## config.mk

```make
export PLATFORM = sky130hd
export DESIGN_NAME = fetchUnit_flat
export DESIGN_NICKNAME = d
export VERILOG_FILES = /design/src/hdl/memPkg.sv /design/src/hdl/memBusIf.sv /design/src/hdl/fetchUnit.sv /design/src/flat_wrapper.sv
export VERILOG_INCLUDE_DIRS = /design/src /design/src/hdl
export SDC_FILE = /design/constraint.sdc
export NUM_CORES = 1
export LEC_CHECK = 0
export BUFFER_PORTS_ARGS = -buffer_cell sky130_fd_sc_hd__buf_4
export CORE_ASPECT_RATIO = 0.6
export CORE_MARGIN = 4
export CORE_UTILIZATION = 35
export DETAILED_ROUTE_END_ITERATION = 7
export GPL_ROUTABILITY_DRIVEN = 0
export PLACE_DENSITY_LB_ADDON = 0.15
export SLEW_MARGIN = 20
export SYNTH_ARGS = -nofsm -noshare
export SYNTH_HDL_FRONTEND = slang
export SYNTH_SLANG_ARGS = --single-unit
```

## constraint.sdc

```tcl
create_clock -name clk -period 2.2 [get_ports clk]
set_input_delay 0.33 -clock clk [delete_from_list [all_inputs] [get_ports clk]]
set_output_delay 0.33 -clock clk [all_outputs]
set_load 0.005 [all_outputs]
```

## src/hdl/cpu_settings.svh

```systemverilog
//--------------------------------------
// CPU settings
// Core widths, RAM depth and start address.
//--------------------------------------

`ifndef CPU_SETTINGS_SVH
`define CPU_SETTINGS_SVH

`define CPU_XLEN      32
`define CPU_MEM_WORDS 256
`define CPU_ADDR_W    8
`define CPU_RESET_PC  8'd0

`endif

```

## src/hdl/memPkg.sv

```systemverilog
//--------------------------------------
// Memory package
// Bus word and address types, arbiter ports.
//--------------------------------------

`include "cpu_settings.svh"

package memPkg;

    typedef logic [`CPU_XLEN-1:0]   wordT;
    typedef logic [`CPU_ADDR_W-1:0] addrT;

    // Listed in priority order.
    typedef enum logic [1:0] {HOST, DATA, FETCH} portT;

endpackage

```

## src/hdl/memBusIf.sv

```systemverilog
//--------------------------------------
// Memory bus
// Level request from a master, one-cycle ack
// with read data from the arbiter.
//--------------------------------------

interface memBusIf;
    import memPkg::*;

    logic req;
    logic we;
    addrT addr;
    wordT wdata;
    wordT rdata; // Valid with ack on reads.
    logic ack;

    modport master (output req, we, addr, wdata, input rdata, ack);

    modport slave (input req, we, addr, wdata, output rdata, ack);

endinterface

```

## src/hdl/fetchUnit.sv

```systemverilog
//--------------------------------------
// Fetch unit
// Holds the PC, fetches one instruction and
// waits for it to retire.
//--------------------------------------

`include "cpu_settings.svh"

module fetchUnit (
    input  logic         clk,
    input  logic         rst,
    input  logic         run,
    memBusIf.master      bus,
    input  memPkg::addrT nextPc,
    input  logic         done,
    input  logic         halted,
    output memPkg::wordT instr,
    output memPkg::addrT pc,
    output logic         instrValid
);
    import memPkg::*;

    typedef enum logic [1:0] {FE_IDLE, FE_WAIT, FE_EXEC} feStateT;

    feStateT state;
    logic    fetchReq;

    assign bus.req   = fetchReq;
    assign bus.we    = 1'b0; // Read only.
    assign bus.addr  = pc;
    assign bus.wdata = '0;

    always_ff @(posedge clk)
    begin
        if (rst)
        begin
            state      <= FE_IDLE;
            pc         <= `CPU_RESET_PC;
            fetchReq   <= 1'b0;
            instrValid <= 1'b0;
        end
        else
        begin
            instrValid <= 1'b0;
            case (state)
                FE_IDLE:
                    if (run && !halted)
                    begin
                        fetchReq <= 1'b1;
                        state    <= FE_WAIT;
                    end

                FE_WAIT:
                    if (bus.ack)
                    begin
                        fetchReq   <= 1'b0;
                        instrValid <= 1'b1;
                        state      <= FE_EXEC;
                    end

                default:
                    if (done)
                    begin
                        pc    <= nextPc;
                        state <= FE_IDLE;
                    end
            endcase
        end
    end

    always_ff @(posedge clk)
    begin
        if (bus.ack)
            instr <= bus.rdata; // Held until the next fetch completes.
    end

endmodule

```

## src/flat_wrapper.sv

```systemverilog
// flat-port wrapper written by rule: the top's interface ports become plain ports
module fetchUnit_flat import memPkg::*;
  (clk, rst, run, nextPc, done, halted, instr, pc, instrValid, bus_req, bus_we, bus_addr, bus_wdata, bus_rdata, bus_ack);
  memBusIf bus_i ();
  input  logic clk;
  input  logic rst;
  input  logic run;
  input  memPkg::addrT nextPc;
  input  logic done;
  input  logic halted;
  output memPkg::wordT instr;
  output memPkg::addrT pc;
  output logic instrValid;
  output wire logic [$bits(bus_i.req)-1:0] bus_req;
  output wire logic [$bits(bus_i.we)-1:0] bus_we;
  output wire logic [$bits(bus_i.addr)-1:0] bus_addr;
  output wire logic [$bits(bus_i.wdata)-1:0] bus_wdata;
  input wire logic [$bits(bus_i.rdata)-1:0] bus_rdata;
  input wire logic [$bits(bus_i.ack)-1:0] bus_ack;
  assign bus_req = bus_i.req;
  assign bus_we = bus_i.we;
  assign bus_addr = bus_i.addr;
  assign bus_wdata = bus_i.wdata;
  assign bus_i.rdata = bus_rdata;
  assign bus_i.ack = bus_ack;
  fetchUnit u_core (.clk(clk), .rst(rst), .run(run), .bus(bus_i), .nextPc(nextPc), .done(done), .halted(halted), .instr(instr), .pc(pc), .instrValid(instrValid));
endmodule
```

# == Yosys cells after proc, flatten, opt, wreduce, memory -nomap -nowiden ==
# Index checks and enable logic that the tools add are counted.
# totals
register_bits,44
out_inout_bits,83
word_cells,28
# classes
n_eq_ne,3
muxes,8
bitwise,2
n_reduce_logical,10
# op_table
operator,n
$mux 2,3
$reduce_and 3->1,2
$pmux 2 s2,1
$reduce_or 2->1,2
$mux 1,3
$reduce_bool 3->1,1
$eq 2x1->1 const B,1
$logic_not 2->1,1
$ne 2x1->1 const B,1
$ne 2x2->1 const B,1
$not 1->1,2
$pmux 1 s2,1
$reduce_and 2->1,1
$reduce_bool 2->1,1
$logic_and 1x1->1,1
$logic_not 1->1,1

# == Depth between registers and ports, before layout ==
# logic_depth
ltp_word,4
mapped_depth,4

# == Worst setup path after synthesis ==
# No wires, ideal clock.
# synth_timing
path_type,input port to flip-flop
start,input rst
end,register u_core.state[0]
t_arrival_ns,0.962
setup_slack_ns,1.163
path_stages,2
path_buffers,0
cell_sequence,or4b_4 -> o22ai_1
# synth_rtl
item,line,source
start: declaration,flat_wrapper.sv:6,input logic rst;
end signal: assignment,fetchUnit.sv:37,state <= FE_IDLE;
end signal: assignment,fetchUnit.sv:50,state <= FE_WAIT;
end signal: assignment,fetchUnit.sv:58,state <= FE_EXEC;
end: declaration,fetchUnit.sv:25,feStateT state;

# == Worst setup path after layout ==
# layout_timing
start,register u_core.state[1]
end,register u_core.state[0]
# layout_between
elab_chain_cells,3
# layout_rtl
item,line,source
$eq 2x1->1 / $logic_not 2->1 (equally long branches),fetchUnit.sv:45,case (state)
"$ne 2x2->1 (no line), or another cell as far along",--,
$reduce_and 3->1 (no line),--,
# Several ways; a longest one is shown, not always the timed one.
# A chain may end at the register's enable or synchronous reset.

==> impl_metrics.json <==
{
  "worst_ep_arrival_time_ps": 1540,
  "cts_setup_buffers": 0,
  "hpwl_mm": 2.97,
  "path_clk_slew_ps": 80,
  "criticalPathCategory": "reg -> reg",
  "cts_inserted_buffers": 5,
  "ctsResizeCount": 0,
  "synth-compound-area-share": 0.0786,
  "grt_pass1_vias": 1116,
  "fin_tns_setup_ps": 0,
  "tightest_slew_ps": 679,
  "maxCapViolations": 0,
  "start_util": 0.375,
  "wl_mm": 3.76,
  "syn2layout_area_growth_pct": 37.0,
  "synth_top_area_cell": "edfxtp_1",
  "die_w_um": 100,
  "ant_nets": 0,
  "wl_per_cell_um": 13.6,
  "post-route-min-period_ps": 1320,
  "syn_area_um2": 1780,
  "synthTopCellsByArea": "edfxtp_1, buf_4, dfxtp_1",
  "post-place-ws_ps": 888,
  "outcome": "finished, final reports clean",
  "h-tree-depth": 2,
  "syn-mean-instance-area_um2": 14.3,
  "cp-end-kind": "register",
  "die_h_um": 63.3,
  "grt.overflow.total": 0,
  "synth_top_family_by_area": "buffers and inverters",
  "root_buffer": "clkbuf_8",
  "syn-instance-count": 125,
  "drive_above_1_share": 0.491,
  "crit_family": "flip-flops",
  "yosysWarningCount": 0,
  "grt_max_degree": 35,
  "die_area_um2": 6340,
  "ys_seq_area_frac": 0.674,
  "synthMuxAreaShare": 0.00632,
  "required_ps": 2410,
  "synth_cell_type_count": 19,
  "cts_tree": "yes",
  "vias": 1129,
  "post-route-drc-count": 0,
  "worstSkewPairLatency_ps": 280,
  "slew_violations": 0,
  "drt_pass1_iterations": 4,
  "skew_ps": 4.63,
  "design_power_total_w": 0.00164,
  "synth_top_area_frac": 0.539,
  "min_period_over_period": 0.602,
  "ir_drop_v": 0.000252,
  "p_leak_nw": 1.10,
  "cp_num_buf_inv": 0,
  "grt_pass1_wl_mm": 5.40,
  "critPathSlowestCell": "dfxtp_1",
  "finalNetCount": 259,
  "core_um2": 4750,
  "synth-simple-area-share": 0.0484,
  "worst_slack_ps": 876,
  "antenna_found_initial": 0,
  "synth-adder-area-share": 0,
  "crit_chain": "mux2_1 > o22ai_1",
  "utilization": 0.514,
  "viasPerCell": 4.08,
  "drt_iter0_drc": 16,
  "clock_path_buffers": 2,
  "worstHoldPathType": "in -> reg",
  "diodes": 0,
  "p_per_area_nw_per_um2": 670,
  "ys_ff_latch": 44,
  "setup_viol": 0,
  "grt_usage": 0.110,
  "hold_viol": 0,
  "numPortBuffers": 95,
  "max_freq_mhz": 755,
  "postCtsHoldBufs": 0,
  "worstPathMaxFanout": 21,
  "cp_slowest_stage_delay_ps": 760,
  "cts.sinks": 44,
  "std_cell_rows": 19,
  "ios": 129,
  "synthXorXnorAreaFrac": 0,
  "slew_headroom": 0.547,
  "rsz0062_at_grt": "no",
  "start_kind": "register"
}
[stage by stage]
| step | hold slack (ps) | cells | instance area (um2) |
|---|---|---|---|
| floorplan | 429 | 157 | 1900 |
| global placement | 509 | 269 | 2350 |
| detailed placement | 510 | 269 | 2350 |
| CTS | 205 | 277 | 2440 |
| global route | 191 | 277 | 2440 |
| finish | 215 | 277 | 2440 |
[Yosys cell counts]
library cell,number
buf_4,42
edfxtp_1,32
dfxtp_1,12
a21oi_1,9
a21bo_1,8
nand3_1,8
buf_2,2
buf_6,1
clkbuf_1,1
conb_1,1
mux2_1,1
nand2b_1,1
nand3b_1,1
nor2_1,1
nor2b_1,1
o22ai_1,1
o2bb2ai_1,1
or2b_2,1
or4b_4,1
[layer usage]
layer | part of all wire | global-route usage | wire length (um) | up-vias
met4 | 0.0035 | 0.0403 | 13 | 0
met2 | 0.50 | 0.191 | 1880 | 68
met3 | 0.11 | 0.0353 | 412 | 2
met1 | 0.39 | 0.127 | 1450 | 521
met5 | 0 | 0 | 0 | -
li1 | - | - | - | 538
[power by group]
group	total (W)	internal, W	switching (W)
logic	0.000191	0.000116	0.0000752
clock network	0.000480	0.000221	0.000258
registers	0.000966	0.000946	0.0000196
total	0.00164	0.00128	0.000353
[area by class of cell]
cell class,count,area [um2]
clock buffers,5,68.8
clock inverters,3,18.8
fillers,417,2310
multi-input cells,67,362
flip-flops and latches,44,1200
well taps,63,78.8
repair buffers,95,713
[path summary, 6_finish.rpt]
kind / from / end / slack (ps) / depth (start not counted)
worst min-delay path: bus_rdata[2] / u_core.instr[2] / 220 / 1
worst max-delay path: u_core.state[1] / u_core.state[0] / 880 / 2
worst max register to register: u_core.state[1] / u_core.state[0] / 880 / 2
worst min register to register: u_core.state[0] / u_core.instrValid / 540 / 2
[placed cells by master, fill, tap and decap left out]
master	n
o22ai_1	1
clkbuf_8	5
nand3b_1	1
clkinv_4	1
nor2_1	1
a21bo_1	8
or2b_2	1
nand2b_1	1
conb_1	33
a21oi_1	9
or4b_4	1
clkinv_2	2
nor2b_1	1
o2bb2ai_1	1
buf_4	95
nand3_1	8
dfxtp_1	12
edfxtp_1	32
mux2_1	1
[sequential cells by signal, summed over array words and instances, names as in the netlist]
register           count
u_core.bus.addr        8
u_core.instrValid      1
u_core.bus.req         1
u_core.state           2
u_core.instr          32
[kinds of logic after synthesis]
logic type / count (synthesis)
AO/OA/AOI/OAI: 19
flip-flops: 44
AND/OR/NAND/NOR: 14
other: 1
multiplexers: 1
buffers and inverters: 46
(Power assumes the default switching activity.)
