File: src/hdl/cpu_settings.svh
//--------------------------------------
// CPU settings
// Core widths, RAM depth and start address.
//--------------------------------------

`ifndef CPU_SETTINGS_SVH
`define CPU_SETTINGS_SVH

`define CPU_XLEN      32
`define CPU_MEM_WORDS 256
`define CPU_ADDR_W    8
`define CPU_RESET_PC  8'd0

`endif

File: src/hdl/memPkg.sv
//--------------------------------------
// Memory package
// Bus word and address types, arbiter ports.
//--------------------------------------

`include "cpu_settings.svh"

package memPkg;

    typedef logic [`CPU_XLEN-1:0]   wordT;
    typedef logic [`CPU_ADDR_W-1:0] addrT;

    // Listed in priority order.
    typedef enum logic [1:0] {HOST, DATA, FETCH} portT;

endpackage

File: src/hdl/memBusIf.sv
//--------------------------------------
// Memory bus
// Level request from a master, one-cycle ack
// with read data from the arbiter.
//--------------------------------------

interface memBusIf;
    import memPkg::*;

    logic req;
    logic we;
    addrT addr;
    wordT wdata;
    wordT rdata; // Valid with ack on reads.
    logic ack;

    modport master (output req, we, addr, wdata, input rdata, ack);

    modport slave (input req, we, addr, wdata, output rdata, ack);

endinterface

File: src/hdl/busArbiter.sv
//--------------------------------------
// Bus arbiter
// Fixed priority host, data, fetch onto the
// single-port RAM, one access in flight.
//--------------------------------------

module busArbiter (
    input  logic         clk,
    input  logic         rst,
    memBusIf.slave       hostBus,
    memBusIf.slave       dataBus,
    memBusIf.slave       fetchBus,
    output logic         ramWe,
    output memPkg::addrT ramAddr,
    output memPkg::wordT ramWdata,
    input  memPkg::wordT ramRdata
);
    import memPkg::*;

    portT sel;
    portT grantPort;
    logic busy;
    logic grantNow;
    logic selWe;

    always_comb
    begin
        if (hostBus.req)
            sel = HOST;
        else if (dataBus.req)
            sel = DATA;
        else
            sel = FETCH;
        case (sel)
            HOST:    {selWe, ramAddr, ramWdata} = {hostBus.we, hostBus.addr, hostBus.wdata};
            DATA:    {selWe, ramAddr, ramWdata} = {dataBus.we, dataBus.addr, dataBus.wdata};
            default: {selWe, ramAddr, ramWdata} = {fetchBus.we, fetchBus.addr, fetchBus.wdata};
        endcase
    end

    assign grantNow = !busy && (hostBus.req || dataBus.req || fetchBus.req);
    assign ramWe    = grantNow && selWe;

    always_ff @(posedge clk)
    begin
        if (rst)
        begin
            busy      <= 1'b0;
            grantPort <= HOST;
        end
        else
        begin
            busy <= grantNow; // Ack cycle follows every grant.
            if (grantNow)
                grantPort <= sel;
        end
    end

    assign hostBus.ack    = busy && (grantPort == HOST);
    assign dataBus.ack    = busy && (grantPort == DATA);
    assign fetchBus.ack   = busy && (grantPort == FETCH);
    assign hostBus.rdata  = hostBus.ack ? ramRdata : '0;
    assign dataBus.rdata  = dataBus.ack ? ramRdata : '0;
    assign fetchBus.rdata = fetchBus.ack ? ramRdata : '0;

endmodule

File: src/flat_wrapper.sv
// flat-port wrapper written by rule: the top's interface ports become plain ports
module busArbiter_flat import memPkg::*;
  (clk, rst, ramWe, ramAddr, ramWdata, ramRdata, hostBus_req, hostBus_we, hostBus_addr, hostBus_wdata, hostBus_rdata, hostBus_ack, dataBus_req, dataBus_we, dataBus_addr, dataBus_wdata, dataBus_rdata, dataBus_ack, fetchBus_req, fetchBus_we, fetchBus_addr, fetchBus_wdata, fetchBus_rdata, fetchBus_ack);
  memBusIf hostBus_i ();
  memBusIf dataBus_i ();
  memBusIf fetchBus_i ();
  input  logic clk;
  input  logic rst;
  output logic ramWe;
  output memPkg::addrT ramAddr;
  output memPkg::wordT ramWdata;
  input  memPkg::wordT ramRdata;
  input wire logic [$bits(hostBus_i.req)-1:0] hostBus_req;
  input wire logic [$bits(hostBus_i.we)-1:0] hostBus_we;
  input wire logic [$bits(hostBus_i.addr)-1:0] hostBus_addr;
  input wire logic [$bits(hostBus_i.wdata)-1:0] hostBus_wdata;
  output wire logic [$bits(hostBus_i.rdata)-1:0] hostBus_rdata;
  output wire logic [$bits(hostBus_i.ack)-1:0] hostBus_ack;
  input wire logic [$bits(dataBus_i.req)-1:0] dataBus_req;
  input wire logic [$bits(dataBus_i.we)-1:0] dataBus_we;
  input wire logic [$bits(dataBus_i.addr)-1:0] dataBus_addr;
  input wire logic [$bits(dataBus_i.wdata)-1:0] dataBus_wdata;
  output wire logic [$bits(dataBus_i.rdata)-1:0] dataBus_rdata;
  output wire logic [$bits(dataBus_i.ack)-1:0] dataBus_ack;
  input wire logic [$bits(fetchBus_i.req)-1:0] fetchBus_req;
  input wire logic [$bits(fetchBus_i.we)-1:0] fetchBus_we;
  input wire logic [$bits(fetchBus_i.addr)-1:0] fetchBus_addr;
  input wire logic [$bits(fetchBus_i.wdata)-1:0] fetchBus_wdata;
  output wire logic [$bits(fetchBus_i.rdata)-1:0] fetchBus_rdata;
  output wire logic [$bits(fetchBus_i.ack)-1:0] fetchBus_ack;
  assign hostBus_i.req = hostBus_req;
  assign hostBus_i.we = hostBus_we;
  assign hostBus_i.addr = hostBus_addr;
  assign hostBus_i.wdata = hostBus_wdata;
  assign hostBus_rdata = hostBus_i.rdata;
  assign hostBus_ack = hostBus_i.ack;
  assign dataBus_i.req = dataBus_req;
  assign dataBus_i.we = dataBus_we;
  assign dataBus_i.addr = dataBus_addr;
  assign dataBus_i.wdata = dataBus_wdata;
  assign dataBus_rdata = dataBus_i.rdata;
  assign dataBus_ack = dataBus_i.ack;
  assign fetchBus_i.req = fetchBus_req;
  assign fetchBus_i.we = fetchBus_we;
  assign fetchBus_i.addr = fetchBus_addr;
  assign fetchBus_i.wdata = fetchBus_wdata;
  assign fetchBus_rdata = fetchBus_i.rdata;
  assign fetchBus_ack = fetchBus_i.ack;
  busArbiter u_core (.clk(clk), .rst(rst), .hostBus(hostBus_i), .dataBus(dataBus_i), .fetchBus(fetchBus_i), .ramWe(ramWe), .ramAddr(ramAddr), .ramWdata(ramWdata), .ramRdata(ramRdata));
endmodule
File: config.mk
export PLATFORM = sky130hd
export DESIGN_NAME = busArbiter_flat
export DESIGN_NICKNAME = d
export VERILOG_FILES = /design/src/hdl/memPkg.sv /design/src/hdl/memBusIf.sv /design/src/hdl/busArbiter.sv /design/src/flat_wrapper.sv
export VERILOG_INCLUDE_DIRS = /design/src /design/src/hdl
export SDC_FILE = /design/constraint.sdc
export NUM_CORES = 1
export LEC_CHECK = 0
export ABC_AREA = 1
export BUFFER_PORTS_ARGS = -buffer_cell sky130_fd_sc_hd__buf_2
export CAP_MARGIN = 20
export CORE_AREA = 2 2 116 118
export CTS_CLUSTER_SIZE = 28
export DETAILED_ROUTE_END_ITERATION = 7
export DIE_AREA = 0 0 118 120
export SLEW_MARGIN = 20
export SYNTH_ARGS = -nofsm -noshare
export SYNTH_HDL_FRONTEND = slang
export SYNTH_SLANG_ARGS = --single-unit
File: constraint.sdc
create_clock -name clk -period 1.9 [get_ports clk]
set_input_delay 0.38 -clock clk [delete_from_list [all_inputs] [get_ports clk]]
set_output_delay 0.38 -clock clk [all_outputs]
set_load 0.01 [all_outputs]
* Word level (Yosys, flattened, before mapping)
Cells that the tools add are included.
Cells by class: divide/modulo/power cells 0, multiplexer cells 8, multipliers 0, equal/unequal tests 3, bitwise logic cells 0, shift operators 0, reduce and logical (&&, ||, !) cells 10, magnitude comparators 0, add/sub/neg operators 0
Operator list (number):
- 32-bit two-way mux | 3
- 32-bit case mux with 2 select lines | 1
- 8-bit case mux with 2 select lines | 1
- 1-bit logical AND | 5
- 2-bit by 1-bit equality test with 1-bit output (second input constant) | 2
- 2-bit logical NOT | 2
- 2-bit two-way mux | 2
- 2-bit equality test (second input constant) | 1
- 1-bit logical OR | 2
- 1-bit case mux with 2 select lines | 1
- 1-bit logical NOT | 1
Word-level totals: memories 0, bits in latches 0, input port bits 160, output and inout bits 140, bits in registers 3, ROM bits 0, memory bits (writable) 0, logic and storage cells 23

* Depth between registers and ports, before layout
depth after elaboration 5, gate-level depth with buffers 6, gate-level depth less buffers 6

* Worst setup path before layout
OpenSTA, ideal clock, no wires.
path type input to output, from input hostBus_req, to output ramWdata[15], buffers on the path 2, data required time 1.520 ns, stages on the path 4, arrival 1.040 ns, slack 0.480 ns, cells stage by stage buf_4 > buf_1 > a22oi_1 > nand2_1
On the way: cells in the longest elaborated chain, start to end 3, elaborated cells on any way between the ends 4, those cells by class eq/ne (1); mux (2); reduce/logical (1)
RTL lines:
- from (decl) | line flat_wrapper.sv:13 | input wire logic [$bits(hostBus_i.req)-1:0] hostBus_req;
- 2-bit two-way mux (*) | line busArbiter.sv:28 | if (hostBus.req)
- 2-bit by 1-bit equality test with 1-bit output / 2-bit logical NOT (equally long branches) | line busArbiter.sv:34 | case (sel)
- 32-bit case mux with 2 select lines (*) | line busArbiter.sv:34
- to (decl) | line flat_wrapper.sv:11 | output memPkg::wordT ramWdata;
Mark *: on every way between the ends. The rest lies on a longest branch, timed or not.

* Final worst setup path
from register u_core.grantPort[0], to output fetchBus_rdata[0]
On the way: cells in the longest elaborated chain, start to end 3
RTL lines:
- from (decl) | line busArbiter.sv:21 | portT grantPort;
- from (signal assigned) | line busArbiter.sv:55 | grantPort <= sel;
- 2-bit equality test | line busArbiter.sv:61 | assign fetchBus.ack = busy && (grantPort == FETCH);
- 1-bit logical AND | line busArbiter.sv:61
- 32-bit two-way mux | line busArbiter.sv:64 | assign fetchBus.rdata = fetchBus.ack ? ramRdata : '0;
- to (decl) | line flat_wrapper.sv:29 | output wire logic [$bits(fetchBus_i.rdata)-1:0] fetchBus_rdata;
Every way passes these cells.

==> metrics.cfg <==
[status]
status = complete, no violations

[layout]
multiInputGateArea_sq_mm = 0.001166
fillerInstances = 1532
fin_area_sq_mm = 0.003256
regArea_sq_um = 63.81
num_antenna_cells = 0
drive_above_1_share_pct = 56.08
fin_util_pct = 25.08
final_nets = 753
syn_to_final_growth_pct = 118.1
final_cell_mix = buf_2 (299), nor2_1 (97), nand2_1 (86), a22oi_1 (40), inv_1 (33)
mostFrequentLayoutCell = buf_2

[setup_path]
crit_path_max_incr_delay_ns = 0.45
worst_setup_path_start_kind = register
slowest_stage = dfxtp_2
crit_family = flip-flops
crit_fanout = 16
critPathRequiredTime_ns = 1.52
crit_arrival_ns = 1.42
crit_path_end_kind = output pin
worstPathCellList = clkinvlp_4 -> buf_4 -> nand3_4 -> nor2_1 -> buf_2
worstSetupPathType = reg2out
crit_buf_inv = 3

[routing]
vias = 3002
route.antenna.remaining_nets = 0
wl_per_cell_microns = 11.65
drc = 0
drt-vias-per-instance = 3.909
drtPass1Iterations = 5
drt_iter0_drc = 50
routed_wl_mm = 8.948

[timing]
slew_violations = 0
final.min_clock_period_ns = 1.801
fin_tns_setup_ns = 0
finClkSkew_ns = 0.002671
rsz0062_at_grt = no
holdWs_ns = 0.3435
final-hold-violation-count = 0
maxSlewHeadroom_pct = 74.47
fmax_ghz = 0.5551
setup_violations = 0
min_period_over_period_pct = 94.81
worst_slew_pin_slew_ns = 0.3829

[yosys]
syn_avg_cell_area_sq_um = 4.976
synth_warnings = 0
yosysTopAreaCellShare_pct = 24.39
ys_seq_elements = 3
netlist_instances = 300
ys_top_cells_by_area = nor2_1 (24%), nand2_1 (22%), a22oi_1 (20%)
yosysSeqAreaShare_pct = 4.023
synth_area_leader_cell = nor2_1
syn_area_sq_mm = 0.001493
synth_cell_types = 20
synth_nets = 460

[grt]
track_usage_pct = 10.13
grt_overflow = 0
grt_max_degree = 43
grt_pass1_wl_mm = 12.01
grt_antenna_before_repair = 0
first_global_vias = 2637

[clock_network]
clock-sinks = 3
path_clk_slew_ns = 0.03
clockBufferDepth = 2
holdBufCountCts = 0
cts_made_buffers = 3
htree_levels = 1
insertion_delay_ns = 0.22
cts_tree = built
root_buffer = clkbuf_16

[floorplan]
placementRows = 42
start_util_pct = 11.50
ios = 300
core-area_sq_mm = 0.01298
fp.dieW_microns = 118
fp.dieH_microns = 120
die-area_sq_mm = 0.01416

[pwr]
power_density_mw_per_mm2 = 335.6
vdd_drop_max_mv = 0.2729
cellLeakagePower_nw = 2.216

[job]
drv_cap = 0

[place]
dp.final_hpwl_mm = 6.959
finalWeightedCongestion = 0.7498
port_buffers = 299
place_area_sq_mm = 0.003090

[hold_path]
min_path_type = in2reg

[worst register-to-register path, cell delays in order, from the launching register on]
cell	delay, ns
dfxtp_2	0.55
inv_2	0.12
o21ai_2	0.12
nand3_2	0.09
a21oi_2	0.11
[path summary, 6_finish.rpt]
path / start / to / slack (ns) / cells after the start
max reg2reg: u_core.busy$_SDFF_PP0_ / u_core.grantPort[0]$_SDFFE_PP0P_ / 0.84 / 4
min: rst / u_core.grantPort[0]$_SDFFE_PP0P_ / 0.34 / 2
max: u_core.grantPort[0]$_SDFFE_PP0P_ / fetchBus_rdata[0] / 0.1 / 5
min reg2reg: u_core.grantPort[0]$_SDFFE_PP0P_ / u_core.grantPort[0]$_SDFFE_PP0P_ / 0.56 / 2
[state kept, by name, indices dropped and copies added (netlist names)]
name and cells:
u_core.busy 1, u_core.grantPort 2
[per-layer routing]
metal / global-route usage [%] / vias to the layer above / part of all wire [%]
met4: 0.9036 / 0 / 0.18
met2: 20.42 / 178 / 52
li1: - / 1523 / -
met5: 0 / - / 0
met3: 3.422 / 2 / 9.3
met1: 10.36 / 1299 / 38
[stage by stage]
step | setup slack (ns) | std cells | power, mW
floorplan | 0.4795 | 300 | 0.4062
global placement | 0.2415 | 758 | 0.7387
detailed placement | 0.2084 | 758 | 0.7447
CTS | 0.03755 | 762 | 1.084
global route | 0.009423 | 768 | 1.182
finish | 0.09868 | 768 | 1.092
[cells in the mapped netlist]
| cell | number |
|---|---|
| nand3_1 | 1 |
| a22oi_1 | 40 |
| buf_2 | 9 |
| nand2_2 | 1 |
| nand2_1 | 86 |
| nor2_4 | 2 |
| inv_1 | 35 |
| nand3_2 | 1 |
| clkbuf_1 | 1 |
| a21oi_1 | 1 |
| inv_2 | 5 |
| nand3_4 | 3 |
| dfxtp_1 | 3 |
| nor2_1 | 97 |
| o21ai_2 | 1 |
| buf_1 | 1 |
| buf_6 | 9 |
| buf_4 | 2 |
| a21oi_2 | 1 |
| a211oi_1 | 1 |
[final cells by class]
cell class / count / area share, %
well taps: 176 / 6.764
flip-flops and latches: 3 / 1.960
clock buffers: 4 / 2.421
repair buffers: 307 / 48.19
multi-input cells: 238 / 35.82
inverters: 40 / 4.842
[cell families (layout without fill, tap and decap cells)]
logic type	Yosys count	after routing	synth area share, %
buf+inv	62	351	21.37
compound gates	44	44	22.13
simple gates	191	194	52.47
flops	3	3	4.024
[report_power, final]
group / leakage, nW / total, mW / internal [mW] / switching, mW
Clock: 0.0382 / 0.329 / 0.276 / 0.0529
Sequential: 0.0258 / 0.0868 / 0.0688 / 0.0181
Combinational: 2.15 / 0.676 / 0.307 / 0.369
Total: 2.22 / 1.09 / 0.652 / 0.440
[timing repair]
item,4_1_cts,5_1_grt
gates cloned,0,3
pin swaps,0,3
endpoints found under the setup margin,7,84
setup buffers,0,3
gates resized for setup,1,7
(Power assumes the default switching activity.)
